**config.mk**
```make
export PLATFORM = sky130hd
export DESIGN_NAME = gat_layer_top
export DESIGN_NICKNAME = d
export VERILOG_FILES = /design/src/common/gat_pkg.sv /design/src/debug/gat_debugger.sv /design/src/source/aggregator.sv /design/src/source/dmvm_stage.sv /design/src/source/feat_bram.sv /design/src/source/gat_layer_top.sv /design/src/source/score_activation.sv
export VERILOG_INCLUDE_DIRS = /design/src /design/src/common
export SDC_FILE = /design/constraint.sdc
export NUM_CORES = 2
export LEC_CHECK = 0
export ABC_AREA = 1
export BUFFER_PORTS_ARGS = -buffer_cell sky130_fd_sc_hd__buf_4
export CAP_MARGIN = 20
export CORE_MARGIN = 8
export CORE_UTILIZATION = 34
export CTS_BUF_LIST = sky130_fd_sc_hd__clkbuf_16
export CTS_CLUSTER_DIAMETER = 200
export DETAILED_ROUTE_END_ITERATION = 12
export SLEW_MARGIN = 0
export SYNTH_ARGS = -nofsm -noshare
export SYNTH_HDL_FRONTEND = slang
export SYNTH_HIERARCHICAL = 1
export SYNTH_SLANG_ARGS = --single-unit
```
**constraint.sdc**
```tcl
create_clock -name clk -period 7.3 [get_ports clk]
set_input_delay 0.365 -clock clk [delete_from_list [all_inputs] [get_ports clk]]
set_output_delay 0.365 -clock clk [all_outputs]
set_load 0.02 [all_outputs]
```
**src/common/gat_defines.svh**
```systemverilog
`ifndef GAT_DEFINES_SVH
`define GAT_DEFINES_SVH

// one feature element or one weight
`define GAT_FEAT_W       8
`define GAT_NUM_FEAT     4
`define GAT_WIDX_W       2

// dot product of four 8x8 products fits with margin
`define GAT_SCORE_W      20

// feature memory geometry, one 32-bit node sum per word
`define GAT_ADDR_W       6
`define GAT_MEM_DEPTH    64
`define GAT_DATA_W       32

// node addresses from here upward are reserved
`define GAT_ADDR_LIMIT   48
`define GAT_CAPTURE_NODE 10

// negative scores are scaled by 1/8
`define GAT_LEAK_SHIFT   3

`endif

```
**src/common/gat_pkg.sv**
```systemverilog
`include "gat_defines.svh"

package gat_pkg;

  // signed feature element and weight
  typedef logic signed [`GAT_FEAT_W-1:0] feat_t;

  // all feature elements of one edge, element 0 in the low byte
  typedef feat_t [`GAT_NUM_FEAT-1:0] feat_vec_t;

  // signed edge score as produced by the dot product
  typedef logic signed [`GAT_SCORE_W-1:0] score_t;

  // aggregator FSM
  typedef enum logic {
    AGG_IDLE,
    AGG_ACCUM
  } agg_state_e;

endpackage

```
**src/debug/gat_debugger.sv**
```systemverilog
`timescale 1ns/1ps
`include "gat_defines.svh"

module gat_debugger (
  input  logic                   clk,
  input  logic                   rst_n,
  input  logic                   dmvm_vld_i,
  input  logic                   sm_vld_i,
  input  logic                   aggr_we_i,
  input  gat_pkg::score_t        score_i,
  input  logic [`GAT_ADDR_W-1:0] node_addr_i,
  input  logic [`GAT_ADDR_W-1:0] feat_addr_i,
  output logic [`GAT_DATA_W-1:0] debug_flags_o,
  output logic [`GAT_DATA_W-1:0] debug_count_o,
  output logic [`GAT_DATA_W-1:0] debug_capture_o
);

  logic dmvm_seen;
  logic dmvm_seen_reg;
  logic sm_seen;
  logic sm_seen_reg;
  logic aggr_seen;
  logic aggr_seen_reg;
  logic addr_hit;
  logic addr_flag;
  logic addr_flag_reg;

  // each flag sets on its strobe and then holds until reset
  assign dmvm_seen = dmvm_vld_i ? 1'b1 : dmvm_seen_reg;
  assign sm_seen   = sm_vld_i   ? 1'b1 : sm_seen_reg;
  assign aggr_seen = aggr_we_i  ? 1'b1 : aggr_seen_reg;

  // a write into the reserved part of the feature memory
  assign addr_hit  = aggr_we_i && (feat_addr_i >= `GAT_ADDR_W'(`GAT_ADDR_LIMIT));
  assign addr_flag = addr_hit ? 1'b1 : addr_flag_reg;

  always_ff @(posedge clk or negedge rst_n) begin
    if (!rst_n) begin
      dmvm_seen_reg <= 1'b0;
      sm_seen_reg   <= 1'b0;
      aggr_seen_reg <= 1'b0;
      addr_flag_reg <= 1'b0;
    end else begin
      dmvm_seen_reg <= dmvm_seen;
      sm_seen_reg   <= sm_seen;
      aggr_seen_reg <= aggr_seen;
      addr_flag_reg <= addr_flag;
    end
  end

  logic                   capture_hit;
  logic [`GAT_DATA_W-1:0] score_ext;
  logic [`GAT_DATA_W-1:0] counter;
  logic [`GAT_DATA_W-1:0] counter_reg;
  logic [`GAT_DATA_W-1:0] capture;
  logic [`GAT_DATA_W-1:0] capture_reg;

  assign capture_hit = dmvm_vld_i && (node_addr_i == `GAT_ADDR_W'(`GAT_CAPTURE_NODE));
  assign score_ext   = {{(`GAT_DATA_W-`GAT_SCORE_W){score_i[`GAT_SCORE_W-1]}}, score_i};

  // counts activated edges, one per sm strobe
  assign counter = sm_vld_i ? (counter_reg + 1'b1) : counter_reg;

  // later edges of the capture node overwrite earlier ones
  assign capture = capture_hit ? score_ext : capture_reg;

  always_ff @(posedge clk or negedge rst_n) begin
    if (!rst_n) begin
      counter_reg <= '0;
      capture_reg <= '0;
    end else begin
      counter_reg <= counter;
      capture_reg <= capture;
    end
  end

  assign debug_flags_o = {
    {(`GAT_DATA_W-4){1'b0}},
    addr_flag_reg,
    aggr_seen_reg,
    sm_seen_reg,
    dmvm_seen_reg
  };

  assign debug_count_o   = counter_reg;
  assign debug_capture_o = capture_reg;

endmodule

```
**src/source/aggregator.sv**
```systemverilog
`timescale 1ns/1ps
`include "gat_defines.svh"

module aggregator (
  input  logic                   clk,
  input  logic                   rst_n,
  input  logic                   sm_vld_i,
  input  gat_pkg::score_t        act_score_i,
  input  logic [`GAT_ADDR_W-1:0] node_addr_i,
  input  logic                   edge_last_i,
  output logic                   feat_we_o,
  output logic [`GAT_ADDR_W-1:0] feat_addr_o,
  output logic [`GAT_DATA_W-1:0] feat_din_o
);

  gat_pkg::agg_state_e           state_q;
  gat_pkg::agg_state_e           state_d;
  logic signed [`GAT_DATA_W-1:0] sum_q;
  logic signed [`GAT_DATA_W-1:0] sum_d;
  logic signed [`GAT_DATA_W-1:0] sum_base;
  logic signed [`GAT_DATA_W-1:0] act_ext;
  logic signed [`GAT_DATA_W-1:0] sum_total;

  assign act_ext = {{(`GAT_DATA_W-`GAT_SCORE_W){act_score_i[`GAT_SCORE_W-1]}}, act_score_i};

  // the first edge of a node starts a fresh sum
  assign sum_base  = (state_q == gat_pkg::AGG_IDLE) ? '0 : sum_q;
  assign sum_total = sum_base + act_ext;

  always_comb begin
    state_d = state_q;
    sum_d   = sum_q;
    if (sm_vld_i) begin
      if (edge_last_i) begin
        // node closes here, the total goes out on the write port next cycle
        state_d = gat_pkg::AGG_IDLE;
        sum_d   = '0;
      end else begin
        state_d = gat_pkg::AGG_ACCUM;
        sum_d   = sum_total;
      end
    end
  end

  always_ff @(posedge clk or negedge rst_n) begin
    if (!rst_n) begin
      state_q   <= gat_pkg::AGG_IDLE;
      sum_q     <= '0;
      feat_we_o <= 1'b0;
    end else begin
      state_q   <= state_d;
      sum_q     <= sum_d;
      feat_we_o <= sm_vld_i && edge_last_i;
    end
  end

  always_ff @(posedge clk) begin
    if (sm_vld_i && edge_last_i) begin
      feat_addr_o <= node_addr_i;
      feat_din_o  <= sum_total;
    end
  end

endmodule

```
**src/source/dmvm_stage.sv**
```systemverilog
`timescale 1ns/1ps
`include "gat_defines.svh"

module dmvm_stage (
  input  logic                   clk,
  input  logic                   rst_n,
  input  logic                   wgt_wr_i,
  input  logic [`GAT_WIDX_W-1:0] wgt_idx_i,
  input  gat_pkg::feat_t         wgt_data_i,
  input  logic                   edge_vld_i,
  input  gat_pkg::feat_vec_t     edge_feat_i,
  input  logic [`GAT_ADDR_W-1:0] node_addr_i,
  input  logic                   edge_last_i,
  output logic                   dmvm_vld_o,
  output gat_pkg::score_t        score_o,
  output logic [`GAT_ADDR_W-1:0] node_addr_o,
  output logic                   edge_last_o
);

  gat_pkg::feat_t  wgt_q [`GAT_NUM_FEAT];
  gat_pkg::score_t dot;

  // weights are only written while the edge stream is idle
  always_ff @(posedge clk) begin
    if (wgt_wr_i) begin
      wgt_q[wgt_idx_i] <= wgt_data_i;
    end
  end

  // each product is sign extended to the score width before summing
  always_comb begin
    dot = '0;
    for (int k = 0; k < `GAT_NUM_FEAT; k++) begin
      dot = dot + gat_pkg::score_t'($signed(edge_feat_i[k]))
                * gat_pkg::score_t'($signed(wgt_q[k]));
    end
  end

  always_ff @(posedge clk or negedge rst_n) begin
    if (!rst_n) begin
      dmvm_vld_o <= 1'b0;
    end else begin
      dmvm_vld_o <= edge_vld_i;
    end
  end

  // node address and last flag ride along with the score
  always_ff @(posedge clk) begin
    if (edge_vld_i) begin
      score_o     <= dot;
      node_addr_o <= node_addr_i;
      edge_last_o <= edge_last_i;
    end
  end

endmodule

```
**src/source/feat_bram.sv**
```systemverilog
`timescale 1ns/1ps
`include "gat_defines.svh"

module feat_bram (
  input  logic                   clk,
  input  logic                   we_i,
  input  logic [`GAT_ADDR_W-1:0] waddr_i,
  input  logic [`GAT_DATA_W-1:0] din_i,
  input  logic [`GAT_ADDR_W-1:0] raddr_i,
  output logic [`GAT_DATA_W-1:0] dout_o
);

  logic [`GAT_DATA_W-1:0] mem [`GAT_MEM_DEPTH];

  // write port, driven by the aggregator
  always_ff @(posedge clk) begin
    if (we_i) begin
      mem[waddr_i] <= din_i;
    end
  end

  // read data shows up one cycle after the address
  always_ff @(posedge clk) begin
    dout_o <= mem[raddr_i];
  end

endmodule

```
**src/source/gat_layer_top.sv**
```systemverilog
`timescale 1ns/1ps
`include "gat_defines.svh"

module gat_layer_top (
  input  logic                   clk,
  input  logic                   rst_n,
  input  logic                   wgt_wr_i,
  input  logic [`GAT_WIDX_W-1:0] wgt_idx_i,
  input  gat_pkg::feat_t         wgt_data_i,
  input  logic                   edge_vld_i,
  input  gat_pkg::feat_vec_t     edge_feat_i,
  input  logic [`GAT_ADDR_W-1:0] node_addr_i,
  input  logic                   edge_last_i,
  input  logic [`GAT_ADDR_W-1:0] rd_addr_i,
  output logic [`GAT_DATA_W-1:0] rd_data_o,
  output logic [`GAT_DATA_W-1:0] debug_flags_o,
  output logic [`GAT_DATA_W-1:0] debug_count_o,
  output logic [`GAT_DATA_W-1:0] debug_capture_o
);

  // dot product stage outputs
  logic                   dmvm_vld;
  gat_pkg::score_t        dmvm_score;
  logic [`GAT_ADDR_W-1:0] dmvm_addr;
  logic                   dmvm_last;

  // activation stage outputs
  logic                   sm_vld;
  gat_pkg::score_t        act_score;
  logic [`GAT_ADDR_W-1:0] sm_addr;
  logic                   sm_last;

  // aggregator write port
  logic                   feat_we;
  logic [`GAT_ADDR_W-1:0] feat_addr;
  logic [`GAT_DATA_W-1:0] feat_din;

  dmvm_stage i_dmvm_stage (
    .clk         (clk),
    .rst_n       (rst_n),
    .wgt_wr_i    (wgt_wr_i),
    .wgt_idx_i   (wgt_idx_i),
    .wgt_data_i  (wgt_data_i),
    .edge_vld_i  (edge_vld_i),
    .edge_feat_i (edge_feat_i),
    .node_addr_i (node_addr_i),
    .edge_last_i (edge_last_i),
    .dmvm_vld_o  (dmvm_vld),
    .score_o     (dmvm_score),
    .node_addr_o (dmvm_addr),
    .edge_last_o (dmvm_last)
  );

  score_activation i_score_activation (
    .clk         (clk),
    .rst_n       (rst_n),
    .dmvm_vld_i  (dmvm_vld),
    .score_i     (dmvm_score),
    .node_addr_i (dmvm_addr),
    .edge_last_i (dmvm_last),
    .sm_vld_o    (sm_vld),
    .act_score_o (act_score),
    .node_addr_o (sm_addr),
    .edge_last_o (sm_last)
  );

  aggregator i_aggregator (
    .clk         (clk),
    .rst_n       (rst_n),
    .sm_vld_i    (sm_vld),
    .act_score_i (act_score),
    .node_addr_i (sm_addr),
    .edge_last_i (sm_last),
    .feat_we_o   (feat_we),
    .feat_addr_o (feat_addr),
    .feat_din_o  (feat_din)
  );

  feat_bram i_feat_bram (
    .clk     (clk),
    .we_i    (feat_we),
    .waddr_i (feat_addr),
    .din_i   (feat_din),
    .raddr_i (rd_addr_i),
    .dout_o  (rd_data_o)
  );

  // the observer sees the raw score, before the rectifier
  gat_debugger i_gat_debugger (
    .clk             (clk),
    .rst_n           (rst_n),
    .dmvm_vld_i      (dmvm_vld),
    .sm_vld_i        (sm_vld),
    .aggr_we_i       (feat_we),
    .score_i         (dmvm_score),
    .node_addr_i     (dmvm_addr),
    .feat_addr_i     (feat_addr),
    .debug_flags_o   (debug_flags_o),
    .debug_count_o   (debug_count_o),
    .debug_capture_o (debug_capture_o)
  );

endmodule

```
**src/source/score_activation.sv**
```systemverilog
`timescale 1ns/1ps
`include "gat_defines.svh"

module score_activation (
  input  logic                   clk,
  input  logic                   rst_n,
  input  logic                   dmvm_vld_i,
  input  gat_pkg::score_t        score_i,
  input  logic [`GAT_ADDR_W-1:0] node_addr_i,
  input  logic                   edge_last_i,
  output logic                   sm_vld_o,
  output gat_pkg::score_t        act_score_o,
  output logic [`GAT_ADDR_W-1:0] node_addr_o,
  output logic                   edge_last_o
);

  gat_pkg::score_t act;

  // leaky rectifier, the shift keeps the sign of a negative score
  assign act = score_i[`GAT_SCORE_W-1] ? (score_i >>> `GAT_LEAK_SHIFT) : score_i;

  always_ff @(posedge clk or negedge rst_n) begin
    if (!rst_n) begin
      sm_vld_o <= 1'b0;
    end else begin
      sm_vld_o <= dmvm_vld_i;
    end
  end

  always_ff @(posedge clk) begin
    if (dmvm_vld_i) begin
      act_score_o <= act;
      node_addr_o <= node_addr_i;
      edge_last_o <= edge_last_i;
    end
  end

endmodule

```
### Yosys cells after proc, flatten, opt, wreduce, memory -nomap -nowiden

Memories as Yosys holds them, arrays and structs flattened. A register that Yosys moved wholly into a read port is not among the register bits.
Index checks and enable logic that the tools add are counted.

| cells by class | value |
|---|---|
| shift-type cells | 0 |
| multipliers | 4 |
| multiplexer cells | 8 |
| magnitude comparators | 1 |
| reductions and logical operators | 3 |
| divide/modulo/power cells | 0 |
| bitwise gates (word level) | 0 |
| equal/unequal tests | 1 |
| $add $sub $neg | 5 |

Operators with widths:

| cell | number |
|---|---|
| 8-bit by 8-bit multiplier with 16-bit output | 4 |
| 32-bit 2-to-1 mux | 2 |
| 20-bit adder | 3 |
| 32-bit by 1-bit adder with 32-bit output (second input constant) | 1 |
| 32-bit by 20-bit adder with 32-bit output | 1 |
| 20-bit 2-to-1 mux | 1 |
| 6-bit by 4-bit == test with 1-bit output (second input constant) | 1 |
| 6-bit >= comparator (second input constant) | 1 |
| 1-bit 2-to-1 mux | 5 |
| 1-bit logical AND | 3 |

| storage, ports and cells | value |
|---|---|
| word-level logic and storage cells | 44 |
| bits of input ports | 59 |
| bits in latches | 0 |
| register bits after elaboration | 184 |
| memories kept | 2 |
| memory bits (read-only) | 0 |
| memory bits (writable) | 2080 |
| output and inout port bits | 128 |

Memories:

| name | words | bits a word | read ports | clocked after Yosys merged registers in | write ports | RTL line | text |
|---|---|---|---|---|---|---|---|
| i_feat_bram.mem | 64 | 32 | 1 | 1 | 1 | feat_bram.sv:13 | `` logic [`GAT_DATA_W-1:0] mem [`GAT_MEM_DEPTH]; `` |
| i_dmvm_stage.wgt_q | 4 | 8 | 4 | 0 | 1 | dmvm_stage.sv:20 | `` gat_pkg::feat_t wgt_q [`GAT_NUM_FEAT]; `` |

### Longest topological paths before layout

An unclocked memory read counts as a cell.

| logic depth | value |
|---|---|
| depth after elaboration | 5 |
| mapped depth | 27 |
| mapped depth without buffers | 26 |

### Cells and area by module

The synthesis kept the hierarchy.

Modules (own cells, without submodules):

| module | cells an instance | seq. area each (µm²) | area each (µm²) | times used |
|---|---|---|---|---|
| feat_bram | 6769 | 62139.6 | 82738.1 | 1 |
| dmvm_stage | 1526 | 1766.7 | 13626.8 | 1 |
| aggregator | 735 | 1991.9 | 5131.2 | 1 |
| gat_debugger | 352 | 1401.3 | 2986.6 | 1 |
| score_activation | 83 | 835.8 | 1081.0 | 1 |

### Least setup slack after synthesis

No wires, ideal clock.

| timing path | value |
|---|---|
| path kind | input-to-reg |
| start point | input port edge_feat_i[23] in the netlist's numbering |
| end point | register i_dmvm_stage.score_o[16] (data pin) |
| data required time | 7.048 ns |
| library setup time | 0.252 ns |
| setup slack | 1.083 ns |
| path buffers | 1 |
| cell stages on the path | 26 |
| data arrival time | 5.965 ns |
| cells stage by stage | clkbuf_1 > nand2_1 > inv_1 > fa_1 > fa_1 > inv_1 > fa_1 > inv_1 > fa_1 > inv_1 > fa_1 > inv_1 > fa_1 > fa_1 > inv_1 > fa_1 > inv_1 > ha_1 > nand2_1 > nor2_1 > inv_1 > nor2_1 > nor3_1 > nand2_1 > nand2_1 > nand2_1 |

| between the ends | value |
|---|---|
| word-level cells in the longest chain between the ends | 3 |

RTL lines:

| what | RTL line | text |
|---|---|---|
| start, declared | gat_layer_top.sv:11 | `input gat_pkg::feat_vec_t edge_feat_i,` |
| 8-bit by 8-bit multiplier with 16-bit output | dmvm_stage.sv:35 | `* gat_pkg::score_t'($signed(wgt_q[k]));` |
| 20-bit adder (2 in series) | dmvm_stage.sv:34 | `dot = dot + gat_pkg::score_t'($signed(edge_feat_i[k]))` |
| via i_dmvm_stage.dot[16] | dmvm_stage.sv:21 | `gat_pkg::score_t dot;` |
| end signal, assigned | dmvm_stage.sv:50 | `score_o <= dot;` |
| end, declared | dmvm_stage.sv:15 | `output gat_pkg::score_t score_o,` |

The timed path passes the listed nets, and every way through them passes these cells.
A chain may end at the register's enable or synchronous reset.

==> reports/metrics.cfg <==
[synth]
synth_area_leader_cell = edfxtp_1
seq_area_frac_synth_pct = 64.5
yosys.area.top_type_share_pct = 61.8
netlist_area_um2 = 106000
synth_cells = 9465
syn_avg_cell_area_um2 = 11.2
synth-seq-cells = 2295
synthTopCellsByArea = edfxtp_1 62%, nand2_1 11%, nand3_1 9.4%, fa_1 6.2%, inv_1 2.7%
synth_cell_types = 46
yosysWarnings = 6

[route]
dr.pass1.iters = 6
wirelength_mm = 299
antenna_left = 0
wire_per_inst_um = 21.7
vias = 70000
drc = 0
viasPerCell = 5.08
drtIter0Drc = 7522

[global_route]
grt_first_pass_wirelength_mm = 443
gr-total-overflow = 0
grt_max_degree = 217
grt_pass1_vias = 68900
antenna_found_initial = 9
grt_use_total_pct = 17.6

[clock_tree]
cts.sinks = 2295
cts_resized = 0
cts_buffers = 227
clock_path_buffers = 4
cts_tree = built
htreeDepth = 4
clk_pin_slew_ns = 0.06
cts-root-buf = clkbuf_16
clk_latency_ns = 0.94

[worst_hold_path]
hold_path.class = primary input to async pin

[setup_path]
path_cells = nand2_1 -> inv_1 -> fa_1 -> inv_1 -> fa_1 -> inv_1 -> fa_1 -> fa_1 -> fa_1 -> fa_1 -> fa_1 -> inv_1 -> fa_1 -> inv_1 -> ha_1 -> nand2_1 -> nor2_1 -> inv_1 -> nor3_2 -> a21oi_1 -> nand3_1 -> nand2_1
critPathLaunchType = register
required_ns = 7.91
critical_path_buf_inv_count = 6
r2r_cells = 22
worstPathArrival_ns = 7.30
r2r_slack_ns = 0.61
cp_common_cell = fa_1
critPathSlowestCell = fa_1
cp_max_fo = 8
slowest_delay_ns = 0.77
crit_type = register to register
endpoint_kind = register
crit_family = adder cells
worstReg2RegEnd = i_dmvm_stage/score_o[18]
reg2reg_from = i_dmvm_stage/wgt_q[3][0]

[final_layout]
final_area_um2 = 118000
multi_input_area_um2 = 32200
seqCellArea_um2 = 68100
drive_gt1_share_pct = 7.89
mostFrequentLayoutCells = 3000 x nand2_1, 2171 x edfxtp_1, 1973 x nand3_1
fillers = 29500
final_common_cell = nand2_1
largest_reg_flops = 2048
regMostFlops = i_feat_bram/mem
final_util_pct = 38.3
syn_to_final_growth_pct = 12.1
layout.nets = 10000

[timing]
tightest_slew_ns = 1.35
setup_viol = 0
slew_viol_final = 0
setup-tns-final_ns = 0
min_period_over_period_pct = 91.7
finalClockSkew_ns = 0.107
grt_setup_unrepaired = false
report.final.hold_viol_count = 0
fin_crit_ns = 6.69
slew_headroom_pct = 10.1
max_freq_mhz = 149
holdWs_ns = 0.128

[floorplan]
io_pins = 187
fp.dieArea_um2 = 329000
num_rows = 204
initial_core_util_pct = 34.2
core_um2 = 309000
fp.dieH_um = 573
die_w_um = 573

[pwr]
p_leak_nw = 46.3
peakVddDrop_v = 0.00202
p_per_area_nw_per_um2 = 441

[job]
maxCapViolations = 0

[placement]
placed_area_um2 = 111000
gp_congestion = 0.895
io_buffers = 158
hpwl_mm = 170

[status]
status = completed

## routing by layer
metal / global-route usage [%] / wire length [um] / vias up
met1: 23.9 / 126000 / 34900
li1: - / - / 31900
met3: 3.51 / 25300 / 460
met5: 0 / 0 / -
met4: 6.27 / 11300 / 0
met2: 28.1 / 136000 / 2812
## cell families after synthesis
logic type      after synthesis  share of synthesized area [%]
compound gates               75                          0.394
simple gates               5251                           21.4
fa+ha+maj                   458                           7.75
buf+inv                    1333                           5.47
other cells                   1                        0.00355
xor+xnor                     52                          0.460
flops                      2295                           64.5
## worst register-to-register path, stage by stage, from the launching register on
cell and delay, ns:
edfxtp_1 0.51, nand2_1 0.16, inv_1 0.10, fa_1 0.77
inv_1 0.15, fa_1 0.52, inv_1 0.06, fa_1 0.56
fa_1 0.45, fa_1 0.57, fa_1 0.43, fa_1 0.50
inv_1 0.06, fa_1 0.48, inv_1 0.04, ha_1 0.34
nand2_1 0.12, nor2_1 0.17, inv_1 0.09, nor3_2 0.14
a21oi_1 0.11, nand3_1 0.09, nand2_1 0.05
## cell usage after synthesis, drive strengths merged
library cell / number
nor2: 171
nor4: 8
xnor2: 14
o21bai: 1
conb: 1
nand2: 3020
nand3: 1976
clkinv: 1
dfxtp: 32
dfrtp: 92
nand3b: 6
nor3: 17
inv: 760
buf: 422
a31o: 1
o21ai: 31
a21o: 3
nand4: 18
ha: 131
or2: 18
clkbuf: 150
xor2: 38
a21oi: 33
edfxtp: 2171
a22o: 5
fa: 327
and2: 17
o21a: 1
## worst max-delay path by stage
stage                                         from                       end  slack [ns]  cells past startpoint
after floorplan                    edge_feat_i[23]  i_dmvm_stage/score_o[16]        1.08                     26
after global placement    i_dmvm_stage/wgt_q[3][0]  i_dmvm_stage/score_o[16]        0.52                     23
after detailed placement  i_dmvm_stage/wgt_q[3][0]  i_dmvm_stage/score_o[18]        0.57                     22
after CTS                 i_dmvm_stage/wgt_q[3][0]  i_dmvm_stage/score_o[18]        0.58                     22
after global routing      i_dmvm_stage/wgt_q[3][0]  i_dmvm_stage/score_o[18]        0.24                     22
final                     i_dmvm_stage/wgt_q[3][0]  i_dmvm_stage/score_o[18]        0.61                     22
## layout make-up
class	count	share of cell area [%]
Timing Repair Buffer	337	2.39
Antenna cell	5	0.0106
Sequential cell	2295	57.6
Multi-Input combinational cell	5864	27.2
Tap cell	4120	4.36
Clock buffer	228	4.82
Clock inverter	172	1.19
Inverter	761	2.44
## where the power goes
| part | switching, mW | internal, mW |
|---|---|---|
| registers | 0.264 | 16.6 |
| clock network | 4.98 | 6.42 |
| logic | 15.5 | 8.39 |
| total | 20.8 | 31.4 |
## per-stage QoR
| stage | worst slack [ns] | total power [mW] | std cells |
|---|---|---|---|
| finish | 0.607 | 52.2 | 13800 |
| global route | 0.244 | 55.7 | 13800 |
| CTS | 0.576 | 52.4 | 13800 |
| detailed placement | 0.573 | 41.0 | 13400 |
| global placement | 0.523 | 41.1 | 13400 |
| floorplan | 1.08 | 34.8 | 9492 |
## repair_timing
item / CTS / global route
hold buffers: 21 / 0
buffers inserted: 0 / 0
endpoints found under the hold margin: 148 / 0
Note: power is estimated with default switching activity, not from simulation.
